### src/isa_pkg.sv
package isa_pkg;

	// datapath width
	localparam int XLEN = 32;
	// architectural register count, x0 included
	localparam int REG_NUM = 32;
	localparam int REG_AW = 5;
	// raw immediate field as delivered by decode
	localparam int IMM_W = 20;
	// lui places the immediate in the upper bits
	localparam int LUI_SHIFT = 12;
	// shift amount comes from the low bits of operand b
	localparam int SHAMT_W = 5;

	// integer alu operations
	typedef enum logic [3:0] {
		ADD,
		SUB,
		AND,
		OR,
		XOR,
		// signed compare
		SLT,
		// unsigned compare
		SLTU,
		SLL,
		SRL,
		// arithmetic right shift, sign fill
		SRA,
		LUI
	} alu_op_e;

	// one decoded instruction from the front end
	typedef struct packed {
		logic [XLEN-1:0]   pc;
		alu_op_e           op;
		logic [REG_AW-1:0] rd;
		logic [REG_AW-1:0] rs1;
		logic [REG_AW-1:0] rs2;
		// operand b from imm instead of rs2
		logic              use_imm;
		logic [IMM_W-1:0]  imm;
		// rd gets written
		logic              w_reg;
	} inst_t;

	// widen the raw immediate to a full operand
	// lui keeps it unsigned, the alu shifts it into place
	function automatic logic [XLEN-1:0] imm_ext(input inst_t inst);
		if (inst.op == LUI) begin
			return {{(XLEN-IMM_W){1'b0}}, inst.imm};
		end
		return {{(XLEN-IMM_W){inst.imm[IMM_W-1]}}, inst.imm};
	endfunction

endpackage

### src/pipe_pkg.sv
package pipe_pkg;

	import isa_pkg::*;

	// identical execute pipes
	localparam int PIPE_NUM = 2;
	// rs1 and rs2 for every pipe
	localparam int RD_PORT_NUM = 2 * PIPE_NUM;
	// issue count 0, 1 or 2
	localparam int ISSUE_NUM_W = 2;

	// request handed from issue to one pipe
	// operands already resolved, imm already substituted
	typedef struct packed {
		logic              valid;
		logic [XLEN-1:0]   pc;
		alu_op_e           op;
		logic [REG_AW-1:0] rd;
		logic              w_reg;
		logic [XLEN-1:0]   a;
		logic [XLEN-1:0]   b;
	} exec_req_t;

	// bypass view of one pipe stage
	// valid only for a writing instruction with rd != 0
	typedef struct packed {
		logic              valid;
		logic [REG_AW-1:0] rd;
		logic [XLEN-1:0]   data;
	} fwd_t;

	// retired instruction, also the rf write request
	typedef struct packed {
		logic              valid;
		logic [XLEN-1:0]   pc;
		logic [REG_AW-1:0] rd;
		logic              w_reg;
		logic [XLEN-1:0]   data;
	} commit_t;

endpackage

### src/reg_file.sv
module reg_file
	import isa_pkg::*;
	import pipe_pkg::*;
(
	input  logic    clk,
	input  logic    rst_i,
	input  commit_t [PIPE_NUM-1:0]                wb_i,
	input  logic    [RD_PORT_NUM-1:0][REG_AW-1:0] r_addr_i,
	output logic    [RD_PORT_NUM-1:0][XLEN-1:0]   r_data_o,
	output commit_t [PIPE_NUM-1:0]                commit_o
);

	// x1..x31, x0 has no storage
	logic [XLEN-1:0] regs_q [1:REG_NUM-1];
	// some pipe retires a write aimed at x0
	logic x0_write;

	// later pipe wins on the same rd since its write comes last
	always_ff @(posedge clk) begin
		if (rst_i) begin
			for (int i = 1; i < REG_NUM; i++) begin
				regs_q[i] <= '0;
			end
		end else begin
			for (int p = 0; p < PIPE_NUM; p++) begin
				if (wb_i[p].valid && wb_i[p].w_reg && wb_i[p].rd != '0) begin
					regs_q[wb_i[p].rd] <= wb_i[p].data;
				end
			end
		end
	end

	// plain reads, the issue unit bypasses anything newer
	always_comb begin
		for (int i = 0; i < RD_PORT_NUM; i++) begin
			if (r_addr_i[i] == '0) begin
				r_data_o[i] = '0;
			end else begin
				r_data_o[i] = regs_q[r_addr_i[i]];
			end
		end
	end

	// wb entries retire in the cycle they are written
	always_comb begin
		for (int p = 0; p < PIPE_NUM; p++) begin
			commit_o[p] = wb_i[p];
			// nothing retires while reset is held
			commit_o[p].valid = wb_i[p].valid && !rst_i;
		end
	end

	always_comb begin
		x0_write = 1'b0;
		for (int p = 0; p < PIPE_NUM; p++) begin
			x0_write |= wb_i[p].valid && wb_i[p].w_reg && wb_i[p].rd == '0;
		end
	end

	// a dropped x0 write never shows up on a later read
	for (genvar g = 0; g < RD_PORT_NUM; g++) begin : g_x0_chk
		a_x0_read_zero: assert property (@(posedge clk) disable iff (rst_i)
			x0_write |=> (r_addr_i[g] != '0 || r_data_o[g] == '0));
	end

endmodule

### config.mk
export PLATFORM = sky130hd
export DESIGN_NAME = reg_file
export DESIGN_NICKNAME = d
export VERILOG_FILES = /design/src/isa_pkg.sv /design/src/pipe_pkg.sv /design/src/reg_file.sv
export SDC_FILE = /design/constraint.sdc
export NUM_CORES = 2
export LEC_CHECK = 0
export ABC_AREA = 0
export BUFFER_PORTS_ARGS = -buffer_cell sky130_fd_sc_hd__buf_2
export CORE_MARGIN = 8
export CORE_UTILIZATION = 40
export DETAILED_ROUTE_END_ITERATION = 10
export SLEW_MARGIN = 20
export SYNTH_ARGS = -nofsm -noshare
export SYNTH_HDL_FRONTEND = slang
export SYNTH_SLANG_ARGS = --single-unit
### constraint.sdc
create_clock -name clk -period 4.9 [get_ports clk]
set_input_delay 0.735 -clock clk [delete_from_list [all_inputs] [get_ports clk]]
set_output_delay 0.735 -clock clk [all_outputs]
set_load 0.05 [all_outputs]
==> flow_metrics.py <==
metrics = {
    "critical_path": {
        "cp-end-kind": "output port",
        "required_ns": 4.16,
        "critPathKind": "primary input to output port",
        "worstPathArrival_ns": 3.89,
        "crit_path_start_kind": "primary input",
        "crit_fanout": 57,
    },
    "yosys": {
        "synth_area_leaders": "edfxtp_1 (40%), mux4_2 (26%), a22o_1 (11%)",
        "yosys_warnings": 0,
        "synth-seq-cells": 1024,
        "synth_cell_type_count": 45,
        "netlist_instances": 5405,
        "synth_top_area_share_pct": 40.2,
        "syn_avg_cell_area_um2": 14.1,
        "syn_area_um2": 76400,
        "yosysSeqAreaShare_pct": 40.2,
        "synth_top_area_cell": "edfxtp_1",
    },
    "sta": {
        "fmax_ghz": 0.216,
        "setup_violations": 0,
        "finalCritPeriodShare_pct": 94.4,
        "drv_slew": 0,
        "rsz0062_at_grt": "false",
        "hold_viol": 0,
        "worst_slew_pin_slew_ns": 1.31,
        "layout_setup_ws_ns": 0.276,
        "tns_ns": 0,
        "max-slew-margin-rel_pct": 12.2,
        "final.min_clock_period_ns": 4.62,
    },
    "pwr": {
        "p_seq_share_pct": 39.1,
        "switching_share_pct": 31.7,
        "clockPowerShare_pct": 36.0,
        "power.static_leakage_nw": 29.5,
        "powerDensity_nw_per_um2": 312,
        "power.switching_w": 0.00867,
        "internal_power_w": 0.0186,
        "comb_power_share_pct": 24.9,
        "ir_drop_mv": 0.276,
    },
    "cells_and_area": {
        "design_area_um2": 87600,
        "final-instance-count-excl-fill": 8021,
        "drive_gt1_share_pct": 38.9,
        "largestRegisters": "regs_q x1024",
        "largest_reg_flops": 1024,
        "syn_to_final_growth_pct": 14.6,
        "utilization_pct": 46.1,
        "max_flop_register": "regs_q",
        "fillers": 16400,
        "num-nets-final": 5517,
    },
    "global_routing": {
        "antenna_found_initial": 33,
        "grt_usage_pct": 37.6,
        "grt_pass1_vias": 62400,
        "grt_overflow_total": 0,
        "grt_pass1_wl_mm": 534,
        "grt_max_degree": 69,
    },
    "route": {
        "viasPerCell": 8.37,
        "vias": 67200,
        "drc": 1,
        "antenna_left": 0,
        "wl_mm": 404,
        "wl_per_cell_um": 50.3,
        "firstDrtPassIters": 11,
        "drtIter0Drc": 14500,
    },
    "outcome": {
        "violations": "design-rule violations",
        "status": "finished with violations",
    },
    "min_path": {
        "worstHoldPathType": "primary input to flip-flop",
    },
    "placed_design": {
        "portBuffers": 305,
        "dpl_cell_area_um2": 83200,
        "dp_hpwl_mm": 255,
        "gp_congestion": 1.02,
        "dp.cells": 7741,
        "place_ws_ns": 0.516,
    },
    "die": {
        "start_util_pct": 40.2,
        "num_rows": 160,
        "dieWidth_um": 453,
        "core_area_um2": 190000,
        "die_h_um": 453,
        "dieArea_um2": 205000,
        "num_io_pins": 434,
    },
    "clock_tree": {
        "post_cts_buffers": 0,
        "cts_buffer_depth": 3,
        "htreeDepth": 3,
        "path_clk_slew_ns": 0.06,
        "post_cts_resized": 0,
        "numCtsBuffers": 119,
        "cts.sink_count": 1024,
        "cts-root-buf": "clkbuf_16",
        "cts_tree": "done",
        "hold_buffers": 0,
    },
    "run": {
        "maxCapViolCount": 0,
    },
}
==> metal layers <==
| metal | vias up | wire length, µm | GRT usage (%) |
|---|---|---|---|
| li1 | 23100 | - | - |
| met1 | 33600 | 127000 | 44.3 |
| met2 | 8331 | 162000 | 51.1 |
| met3 | 2060 | 75300 | 19.9 |
| met4 | 13 | 39800 | 29.2 |
| met5 | - | 303 | 0.923 |
==> cell usage in the layout (no fill, tap or decap), types with 22 or more instances in the layout <==
cell,instances
a311oi_1,126
o21ai_1,178
mux2_2,128
nor2_1,36
mux4_2,896
buf_12,193
buf_4,399
nor2b_1,130
diode_2,51
a22o_1,992
a211oi_1,128
a22oi_1,128
conb_1,32
nor3_4,54
or3_2,22
bufinv_16,24
o21ai_0,44
nand2_1,69
o2111ai_1,34
mux2i_1,256
clkbuf_16,120
clkinv_1,28
a221oi_1,94
edfxtp_1,1024
buf_2,166
==> cell type report <==
type                    count  area (µm²)  share of cell area, %
clock inverters            88        1090                   1.25
inverters                   5        28.8                 0.0328
repair buffers            779        8020                   9.15
clock buffers             139        3070                   3.51
flip-flops and latches   1024       30700                   35.1
diodes                     51         128                  0.146
multi-input cells        3424       41400                   47.2
well taps                2511        3140                   3.59
==> power groups by stage <==
| stage | logic (W) | clock network, W | registers, W |
|---|---|---|---|
| 2_1_floorplan | 0.00390 | 0 | 0.0106 |
| 5_1_grt | 0.00680 | 0.0101 | 0.0107 |
| 6_report | 0.00681 | 0.00983 | 0.0107 |
| 3_3_place_gp | 0.00652 | 0 | 0.0108 |
| 4_1_cts | 0.00656 | 0.00979 | 0.0106 |
| 3_5_place_dp | 0.00654 | 0 | 0.0108 |
==> worst max-delay path, stage by stage <==
cell	delay [ns]
buf_8	0.42
buf_4	0.55
mux2i_1	0.17
a221oi_1	0.38
o21ai_0	0.15
a311oi_1	0.77
buf_4	0.29
buf_12	0.14
==> synthesized netlist by cell type, drive strengths merged <==
master / instances
nor2: 44
clkbuf: 473
nand3: 2
mux2i: 256
nand3b: 8
and4bb: 1
a311oi: 128
nand4bb: 1
o21ai: 230
or3b: 5
nand4b: 2
and2: 4
a221oi: 94
nand2b: 5
or2: 4
nand2: 70
or3: 25
mux2: 128
a211oi: 128
or4: 4
buf: 510
nor4: 7
a22o: 992
inv: 5
edfxtp: 1024
nor2b: 139
mux4: 896
conb: 1
nor3: 56
a22oi: 128
nand4: 1
o2111ai: 34
==> final timing paths <==
kind                        start                       to  cells after the start
worst max-delay path  r_addr_i[2]              r_data_o[7]                      8
worst min-delay path     wb_i[12]  regs_q[0][12]$_DFFE_PP_                      1
==> cells by family (layout without fill, tap and decap cells) <==
family | count (synthesis) | after routing | synth area share, %
AND/OR/NAND/NOR | 378 | 378 | 3.40
other | 1 | 83 | 0.00491
multiplexers | 1280 | 1280 | 31.6
AO/OA/AOI/OAI | 1734 | 1734 | 18.3
buffers and inverters | 988 | 1011 | 6.38
flip-flops | 1024 | 1024 | 40.2
==> through the flow <==
stage / total power (W) / hold WS [ns]
final: 0.0273 / 0.487
after detailed placement: 0.0173 / 1.29
after global placement: 0.0173 / 1.28
after CTS: 0.0270 / 0.439
after floorplan: 0.0145 / 0.902
after global routing: 0.0276 / 0.484
No activity file was read; power rests on OpenSTA's default activity.
