==> src/isa_pkg.sv <==
package isa_pkg;

	// datapath width
	localparam int XLEN = 32;
	// architectural register count, x0 included
	localparam int REG_NUM = 32;
	localparam int REG_AW = 5;
	// raw immediate field as delivered by decode
	localparam int IMM_W = 20;
	// lui places the immediate in the upper bits
	localparam int LUI_SHIFT = 12;
	// shift amount comes from the low bits of operand b
	localparam int SHAMT_W = 5;

	// integer alu operations
	typedef enum logic [3:0] {
		ADD,
		SUB,
		AND,
		OR,
		XOR,
		// signed compare
		SLT,
		// unsigned compare
		SLTU,
		SLL,
		SRL,
		// arithmetic right shift, sign fill
		SRA,
		LUI
	} alu_op_e;

	// one decoded instruction from the front end
	typedef struct packed {
		logic [XLEN-1:0]   pc;
		alu_op_e           op;
		logic [REG_AW-1:0] rd;
		logic [REG_AW-1:0] rs1;
		logic [REG_AW-1:0] rs2;
		// operand b from imm instead of rs2
		logic              use_imm;
		logic [IMM_W-1:0]  imm;
		// rd gets written
		logic              w_reg;
	} inst_t;

	// widen the raw immediate to a full operand
	// lui keeps it unsigned, the alu shifts it into place
	function automatic logic [XLEN-1:0] imm_ext(input inst_t inst);
		if (inst.op == LUI) begin
			return {{(XLEN-IMM_W){1'b0}}, inst.imm};
		end
		return {{(XLEN-IMM_W){inst.imm[IMM_W-1]}}, inst.imm};
	endfunction

endpackage

==> src/pipe_pkg.sv <==
package pipe_pkg;

	import isa_pkg::*;

	// identical execute pipes
	localparam int PIPE_NUM = 2;
	// rs1 and rs2 for every pipe
	localparam int RD_PORT_NUM = 2 * PIPE_NUM;
	// issue count 0, 1 or 2
	localparam int ISSUE_NUM_W = 2;

	// request handed from issue to one pipe
	// operands already resolved, imm already substituted
	typedef struct packed {
		logic              valid;
		logic [XLEN-1:0]   pc;
		alu_op_e           op;
		logic [REG_AW-1:0] rd;
		logic              w_reg;
		logic [XLEN-1:0]   a;
		logic [XLEN-1:0]   b;
	} exec_req_t;

	// bypass view of one pipe stage
	// valid only for a writing instruction with rd != 0
	typedef struct packed {
		logic              valid;
		logic [REG_AW-1:0] rd;
		logic [XLEN-1:0]   data;
	} fwd_t;

	// retired instruction, also the rf write request
	typedef struct packed {
		logic              valid;
		logic [XLEN-1:0]   pc;
		logic [REG_AW-1:0] rd;
		logic              w_reg;
		logic [XLEN-1:0]   data;
	} commit_t;

endpackage

==> src/exec_pipe.sv <==
module exec_pipe
	import isa_pkg::*;
	import pipe_pkg::*;
(
	input  logic      clk,
	input  logic      rst_i,
	input  exec_req_t req_i,
	output fwd_t      fwd_ex_o,
	output fwd_t      fwd_wb_o,
	output commit_t   wb_o
);

	// ex stage register
	exec_req_t ex_q;
	// wb stage register
	commit_t wb_q;
	// alu output in ex
	logic [XLEN-1:0] ex_result;
	logic [SHAMT_W-1:0] shamt;

	// only the valid bits see reset
	always_ff @(posedge clk) begin
		ex_q <= req_i;
		wb_q <= '{
			valid: ex_q.valid,
			pc:    ex_q.pc,
			rd:    ex_q.rd,
			w_reg: ex_q.w_reg,
			data:  ex_result
		};
		if (rst_i) begin
			ex_q.valid <= 1'b0;
			wb_q.valid <= 1'b0;
		end
	end

	// alu
	always_comb begin
		shamt = ex_q.b[SHAMT_W-1:0];
		case (ex_q.op)
			ADD:  ex_result = ex_q.a + ex_q.b;
			SUB:  ex_result = ex_q.a - ex_q.b;
			AND:  ex_result = ex_q.a & ex_q.b;
			OR:   ex_result = ex_q.a | ex_q.b;
			XOR:  ex_result = ex_q.a ^ ex_q.b;
			SLT:  ex_result = {{(XLEN-1){1'b0}}, $signed(ex_q.a) < $signed(ex_q.b)};
			SLTU: ex_result = {{(XLEN-1){1'b0}}, ex_q.a < ex_q.b};
			SLL:  ex_result = ex_q.a << shamt;
			SRL:  ex_result = ex_q.a >> shamt;
			// sign fill from bit 31
			SRA:  ex_result = $unsigned($signed(ex_q.a) >>> shamt);
			// b carries the zero-extended upper immediate
			LUI:  ex_result = ex_q.b << LUI_SHIFT;
			default: ex_result = '0;
		endcase
	end

	// bypass from ex, result is ready in the same cycle
	always_comb begin
		fwd_ex_o.valid = ex_q.valid && ex_q.w_reg && ex_q.rd != '0;
		fwd_ex_o.rd    = ex_q.rd;
		fwd_ex_o.data  = ex_result;
	end

	// bypass from wb, covers the cycle before the rf write lands
	always_comb begin
		fwd_wb_o.valid = wb_q.valid && wb_q.w_reg && wb_q.rd != '0;
		fwd_wb_o.rd    = wb_q.rd;
		fwd_wb_o.data  = wb_q.data;
	end

	assign wb_o = wb_q;

	// nothing enters wb without passing ex
	a_wb_after_ex: assert property (@(posedge clk) disable iff (rst_i)
		wb_q.valid |-> $past(ex_q.valid));

endmodule

==> config.mk <==
export PLATFORM = sky130hd
export DESIGN_NAME = exec_pipe
export DESIGN_NICKNAME = d
export VERILOG_FILES = /design/src/isa_pkg.sv /design/src/pipe_pkg.sv /design/src/exec_pipe.sv
export SDC_FILE = /design/constraint.sdc
export NUM_CORES = 1
export LEC_CHECK = 0
export BUFFER_PORTS_ARGS = -buffer_cell sky130_fd_sc_hd__buf_4
export CAP_MARGIN = 20
export CORE_MARGIN = 3
export CORE_UTILIZATION = 45
export CTS_BUF_LIST = sky130_fd_sc_hd__clkbuf_2 sky130_fd_sc_hd__clkbuf_4 sky130_fd_sc_hd__clkbuf_8
export CTS_CLUSTER_SIZE = 28
export DETAILED_ROUTE_END_ITERATION = 7
export PLACE_DENSITY = 0.67
export SYNTH_ARGS = -nofsm -noshare
export SYNTH_HDL_FRONTEND = slang
export SYNTH_SLANG_ARGS = --single-unit
export TNS_END_PERCENT = 20
==> constraint.sdc <==
create_clock -name clk -period 10.65 [get_ports clk]
set_clock_uncertainty 0.15 [all_clocks]
set_input_delay 1.5975 -clock clk [delete_from_list [all_inputs] [get_ports clk]]
set_output_delay 1.5975 -clock clk [all_outputs]
set_load 0.03 [all_outputs]
==> results of run 1 <==
report_power, final:
| group | leakage [uW] | internal [uW] | total (uW) | switching, uW |
|---|---|---|---|---|
| clock network | 0.000206 | 203 | 497 | 294 |
| logic | 0.00497 | 264 | 728 | 463 |
| registers | 0.00150 | 714 | 761 | 46.4 |
through the flow:
step           instance area [sq um]  std cells
5_1_grt                        14900       2092
2_1_floorplan                  12700       1559
4_1_cts                        14900       2092
3_5_place_dp                   14500       2060
3_3_place_gp                   14500       2060
6_report                       14900       2092
logic make-up (layout without fill, tap and decap cells):
logic type	count (synthesis)	after routing	synth area share, %
mux	91	91	10.3
xor+xnor	8	8	0.553
flops	178	178	28.1
fa+ha+maj	100	100	9.99
buf+inv	245	406	9.08
compound gates	507	507	26.9
simple gates	430	430	15.0
worst paths after layout:
path                            slack (ps)     start  cells past startpoint          end
worst max-delay path                  3480   ex_q[2]                     13  fwd_ex_o[0]
worst min-delay path                   170  ex_q[74]                      0     wb_o[38]
worst max register to register        5670   ex_q[2]                     12  fwd_wb_o[0]
worst min register to register         170  ex_q[74]                      0     wb_o[38]
metal layers:
metal,vias up,global-route usage (%)
met1,6116,44.6
met3,108,8.15
met4,2,10.3
met2,816,49.2
li1,5939,-
met5,-,0
placed cells by master, fill, tap and decap left out, drive strengths merged, types with 9 or more instances in the layout:
cell	instances
a31oi	12
ha	98
a221oi	19
mux4	28
clkbuf	18
o221ai	13
nor2b	15
dfxtp	178
nor3	28
o211ai	16
a21o	19
nand2	122
o22ai	18
and3	9
nand3	29
o21ai	97
nor2	170
mux2i	48
o21bai	11
inv	102
or3	14
o31ai	10
a211oi	25
a22oi	17
a2111oi	10
a21oi	144
a221o	9
nor4	10
mux2	15
o2111ai	12
buf	278
nand4	9
o21a	10
worst max-delay path, delay by kind of cell (launching register included):
| kind | cells | cell delay, ps |
|---|---|---|
| adders and majority gates | 1 | 310 |
| AOI/OAI and AO/OA | 6 | 2470 |
| and+or+nand+nor | 2 | 420 |
| DFF | 1 | 320 |
| buffers and inverters | 4 | 1390 |
layout make-up:
class	count	area, sq um
sequential	178	3570
inverter	96	360
tap	372	465
fill	2651	12500
clock inverter	14	161
multi-input combinational	1136	7980
clock buffer	18	248
timing repair buffer	278	2090
state kept, by name (all words and copies together), names as in the netlist:
signal / cells
ex_q: 102
fwd_ex_o: 5
fwd_wb_o: 37
wb_o: 34
==> impl_metrics.json, run 1 <==
{
  "cts_made_buffers": 17,
  "grtUsageTotal_pct": 32.2,
  "cts.sinks": 178,
  "leakage_uw": 0.00668,
  "drt_pass1_iterations": 6,
  "ys_seq_elements": 178,
  "cts_hold_buffers": 0,
  "ys_top_cells_by_area": "dfxtp_1, ha_1, a21oi_1",
  "finalSetupTns_ps": 0,
  "yosys.area.top_type": "dfxtp_1",
  "antenna_found_initial": 2,
  "synth_area_sq_mm": 0.0127,
  "cts_tree": "done",
  "dieHeight_um": 174,
  "crit_slowest_cell": "o311ai_1",
  "grt_overflow": 0,
  "worst_path_most_repeated_cell": "buf_4",
  "ant_nets": 0,
  "post-route-util_pct": 54.4,
  "finalMaxSlewViolations": 0,
  "wl_met3_um": 5580,
  "synth_edf_count": 0,
  "dp_slack_ps": 4130,
  "fin_crit_ps": 7170,
  "worstPathRequired_ps": 8900,
  "final_nets": 1916,
  "gp_congestion": 1.03,
  "synth_top_area_share_pct": 28.1,
  "start_kind": "flop",
  "status": "complete, no violations",
  "htreeDepth": 4,
  "cap_violations": 0,
  "num_antenna_cells": 0,
  "worst_pin_slew_ps": 1020,
  "synthCells": 1559,
  "synth_common_cells": "dfxtp_1, nor2_1, a21oi_1, nand2_1, ha_1",
  "routed_wl_um": 50800,
  "dieArea_sq_mm": 0.0302,
  "clockRootBuffer": "clkbuf_8",
  "area_growth_pct": 17.3,
  "highest_layer": "met5",
  "grt_pass1_wl_um": 75400,
  "io_pins": 256,
  "post-route-drc-count": 0,
  "first_global_vias": 12200,
  "cp_slowest_stage_delay_ps": 590,
  "synth_nets": 1768,
  "vias": 13000,
  "setup_slack_ps": 3480,
  "vdd_drop_max_mv": 0.121,
  "slew-limit-headroom_pct": 31.1,
  "vias_per_cell": 6.21,
  "crit_fanout": 72,
  "wl_per_cell_um": 24.3,
  "yosys.cell_count.top_type": "dfxtp_1",
  "syn_area_per_cell_sq_um": 8.13,
  "wl_met2_um": 22300,
  "dp_hpwl_um": 38600,
  "drt-met1-wl_um": 21300,
  "power.density_mw_per_mm2": 133,
  "core.rowCount": 60,
  "drtIter0Drc": 1620,
  "synth-async-reset-ratio_pct": 0,
  "coreArea_sq_mm": 0.0273,
  "post_cts_buffers": 0,
  "setup_viol": 0,
  "cts_buffer_depth": 2,
  "clkLatencyLatePin_ps": 500,
  "arrival_ps": 5420,
  "finalPower_uw": 1990,
  "start_util_pct": 46.4,
  "drive_gt1_share_pct": 21.8,
  "holdWs_ps": 170,
  "crit_path_cell_trace": "buf_4 -> clkinv_1 -> buf_4 -> ha_1 -> o311ai_1 -> a22oi_1 -> a2111oi_0 -> nor2_1 -> a31o_2 -> a311oi_2 -> nor2_1 -> o311ai_1 -> buf_4",
  "post_cts_resized": 0,
  "rsz0062_at_grt": "false",
  "critPathKind": "flop to primary output",
  "die_w_um": 174,
  "portBuffers": 255,
  "end_kind": "primary output",
  "post-route-period-util_pct": 67.3,
  "synth-main-ff-cell": "dfxtp_1",
  "finalHoldViolations": 0,
  "yosysSeqAreaShare_pct": 28.1,
  "grt_max_degree": 78,
  "synth.distinct_cells": 80,
  "max_freq_ghz": 0.140,
  "ys_warn_count": 0,
  "min_path_type": "flop to flop",
  "clk_pin_slew_ps": 100
}
No activity file was read; power rests on OpenSTA's default activity.
==> run 2: changes to the inputs <==
Settings changed: ABC_AREA from default to 1.
Clock period 10.65 ns to 7.3 ns, I/O delays scaled along.
==> impl_metrics.json, run 2 <==
{
  "synth_area_sq_mm": 0.0142,
  "synth_edf_count": 0,
  "cts_made_buffers": 17,
  "finalMaxSlewViolations": 0,
  "start_kind": "flop",
  "synth_top_area_share_pct": 25.1,
  "cp_slowest_stage_delay_ps": 550,
  "setup_viol": 0,
  "yosys.cell_count.top_type": "nand2_1",
  "crit_slowest_cell": "ha_1",
  "leakage_uw": 0.00883,
  "cts_hold_buffers": 0,
  "syn_area_per_cell_sq_um": 5.99,
  "yosysSeqAreaShare_pct": 25.1,
  "cts.sinks": 178,
  "yosys.area.top_type": "dfxtp_1",
  "ant_nets": 0,
  "crit_path_cell_trace": "buf_4 -> inv_2 -> buf_4 -> ha_1 -> nand2_1 -> nor2_1 -> nand2_1 -> nand3_1 -> nand2_1 -> nand2_1 -> o21ai_0 -> nand2_1 -> nand2_1 -> nor2_1 -> nand2_1 -> buf_4",
  "rsz0062_at_grt": "false",
  "finalSetupTns_ps": 0,
  "vdd_drop_max_mv": 0.245,
  "dp_hpwl_um": 51500,
  "power.density_mw_per_mm2": 180,
  "grt_overflow": 0,
  "htreeDepth": 4,
  "post-route-drc-count": 0,
  "post-route-period-util_pct": 72.3,
  "end_kind": "primary output",
  "crit_fanout": 69,
  "cp_num_buf_inv": 4,
  "core.rowCount": 64,
  "first_global_vias": 15200,
  "drive_gt1_share_pct": 13.1,
  "worst_path_most_repeated_cell": "nand2_1",
  "synthCells": 2374,
  "post-route-util_pct": 53.0,
  "clk_pin_slew_ps": 130,
  "arrival_ps": 4030,
  "cp.depth": 16,
  "drtIter0Drc": 2253,
  "routed_wl_um": 63500,
  "ys_seq_elements": 178,
  "rr_worst_depth": 15,
  "slew-limit-headroom_pct": 30.6,
  "final_nets": 2733,
  "crit_path_end": "fwd_ex_o[10]",
  "coreArea_sq_mm": 0.0308,
  "grtUsageTotal_pct": 36.6,
  "vias_per_cell": 5.71,
  "cts_tree": "done",
  "timing.rr.start": "ex_q[2]",
  "fin_crit_ps": 5280,
  "largest_reg_flops": 102,
  "io_pins": 256,
  "post_cts_resized": 0,
  "startpoint": "ex_q[2]",
  "synth-main-ff-cell": "dfxtp_1",
  "area_growth_pct": 14.9,
  "synth_common_cells": "nand2_1, nand3_1, inv_1, nor2_1, dfxtp_1",
  "cts_buffer_depth": 2,
  "p_switching_uw": 1280,
  "antenna_found_initial": 0,
  "synth-async-reset-ratio_pct": 0,
  "pwr-share-comb_pct": 37.2,
  "num_antenna_cells": 0,
  "p_seq_share_pct": 37.4,
  "p_int_uw": 1650,
  "regMostFlops": "ex_q",
  "worst_pin_slew_ps": 1040,
  "gp_congestion": 1.07,
  "dieArea_sq_mm": 0.0338,
  "crit_family": "simple AND/OR/NAND/NOR gates",
  "post_cts_buffers": 0,
  "ys_top_cells_by_area": "dfxtp_1, nand2_1, nand3_1",
  "clkLatencyLatePin_ps": 520,
  "clkPwrFrac_pct": 25.4,
  "wl_per_cell_um": 21.6,
  "dieHeight_um": 184,
  "drt_pass1_iterations": 5,
  "final_common_cell": "nand2_1",
  "start_util_pct": 46.1,
  "min_path_type": "flop to flop",
  "final_cell_mix": "nand2_1, nand3_1, inv_1, buf_4, nor2_1",
  "critPathKind": "flop to primary output",
  "vias": 16800,
  "clockRootBuffer": "clkbuf_8",
  "timing.rr.end": "fwd_wb_o[10]",
  "max_freq_ghz": 0.190,
  "ys_warn_count": 0,
  "status": "complete, no violations",
  "cap_violations": 0,
  "switching_share_pct": 43.8,
  "grt_max_degree": 70,
  "grt_pass1_wl_um": 93000,
  "finalHoldViolations": 0,
  "worstPathRequired_ps": 6050,
  "portBuffers": 255,
  "synth_nets": 2583,
  "rrSetupSlack_ps": 3660,
  "synth.distinct_cells": 49,
  "die_w_um": 184
}
## run 2: layout make-up
type | instances | area, sq um
fillers | 3250 | 14500
multi-input cells | 1758 | 8710
flip-flops and latches | 178 | 3570
repair buffers | 266 | 2000
inverters | 303 | 1140
well taps | 396 | 495
clock buffers | 18 | 248
clock inverters | 14 | 176
## run 2: kinds of logic (layout without fill, tap and decap cells)
group / Yosys count / count (layout) / share of synthesized area [%]
compound gates: 250 / 250 / 10.0
xor+xnor: 3 / 3 / 0.185
fa+ha+maj: 100 / 100 / 8.91
buf+inv: 438 / 601 / 13.7
flops: 178 / 178 / 25.1
mux: 2 / 2 / 0.141
simple gates: 1403 / 1403 / 42.0
## run 2: power groups by stage
stage / Sequential (uW) / Clock (uW) / Combinational (uW)
4_1_cts: 1100 / 764 / 1070
6_report: 1100 / 745 / 1090
5_1_grt: 1100 / 791 / 1170
3_5_place_dp: 1120 / 0 / 1060
3_3_place_gp: 1120 / 0 / 1060
2_1_floorplan: 1160 / 0 / 647
## run 2: layer usage
metal  vias up  share of wire, %  wire, um  GRT usage [%]
li1       7858                 -         -              -
met1      7620                42     26800           50.4
met2      1137                42     26600           55.2
met3       138                11      6860           7.68
met4         0               5.0      3150           16.4
met5         -                 0         0              0
## run 2: per-stage QoR
| stage | worst slack [ps] | hold slack [ps] | cell area, sq um | total power [uW] | std cells |
|---|---|---|---|---|---|
| 2_1_floorplan | 3580 | 160 | 14200 | 1810 | 2374 |
| 3_5_place_dp | 2680 | 163 | 15900 | 2180 | 2901 |
| 3_3_place_gp | 2730 | 160 | 15900 | 2180 | 2901 |
| 5_1_grt | 1760 | 165 | 16300 | 3060 | 2933 |
| 4_1_cts | 2100 | 160 | 16300 | 2930 | 2933 |
| 6_report | 2020 | 153 | 16300 | 2930 | 2933 |
## run 2: worst min-delay path by stage
stage	slack (ps)	depth (start not counted)	to	startpoint
after floorplan	160	0	wb_o[38]	ex_q[74]
final	150	0	wb_o[58]	ex_q[94]
after CTS	160	0	wb_o[58]	ex_q[94]
after global routing	170	0	wb_o[58]	ex_q[94]
after global placement	160	0	wb_o[65]	ex_q[101]
after detailed placement	160	0	wb_o[66]	ex_q[102]
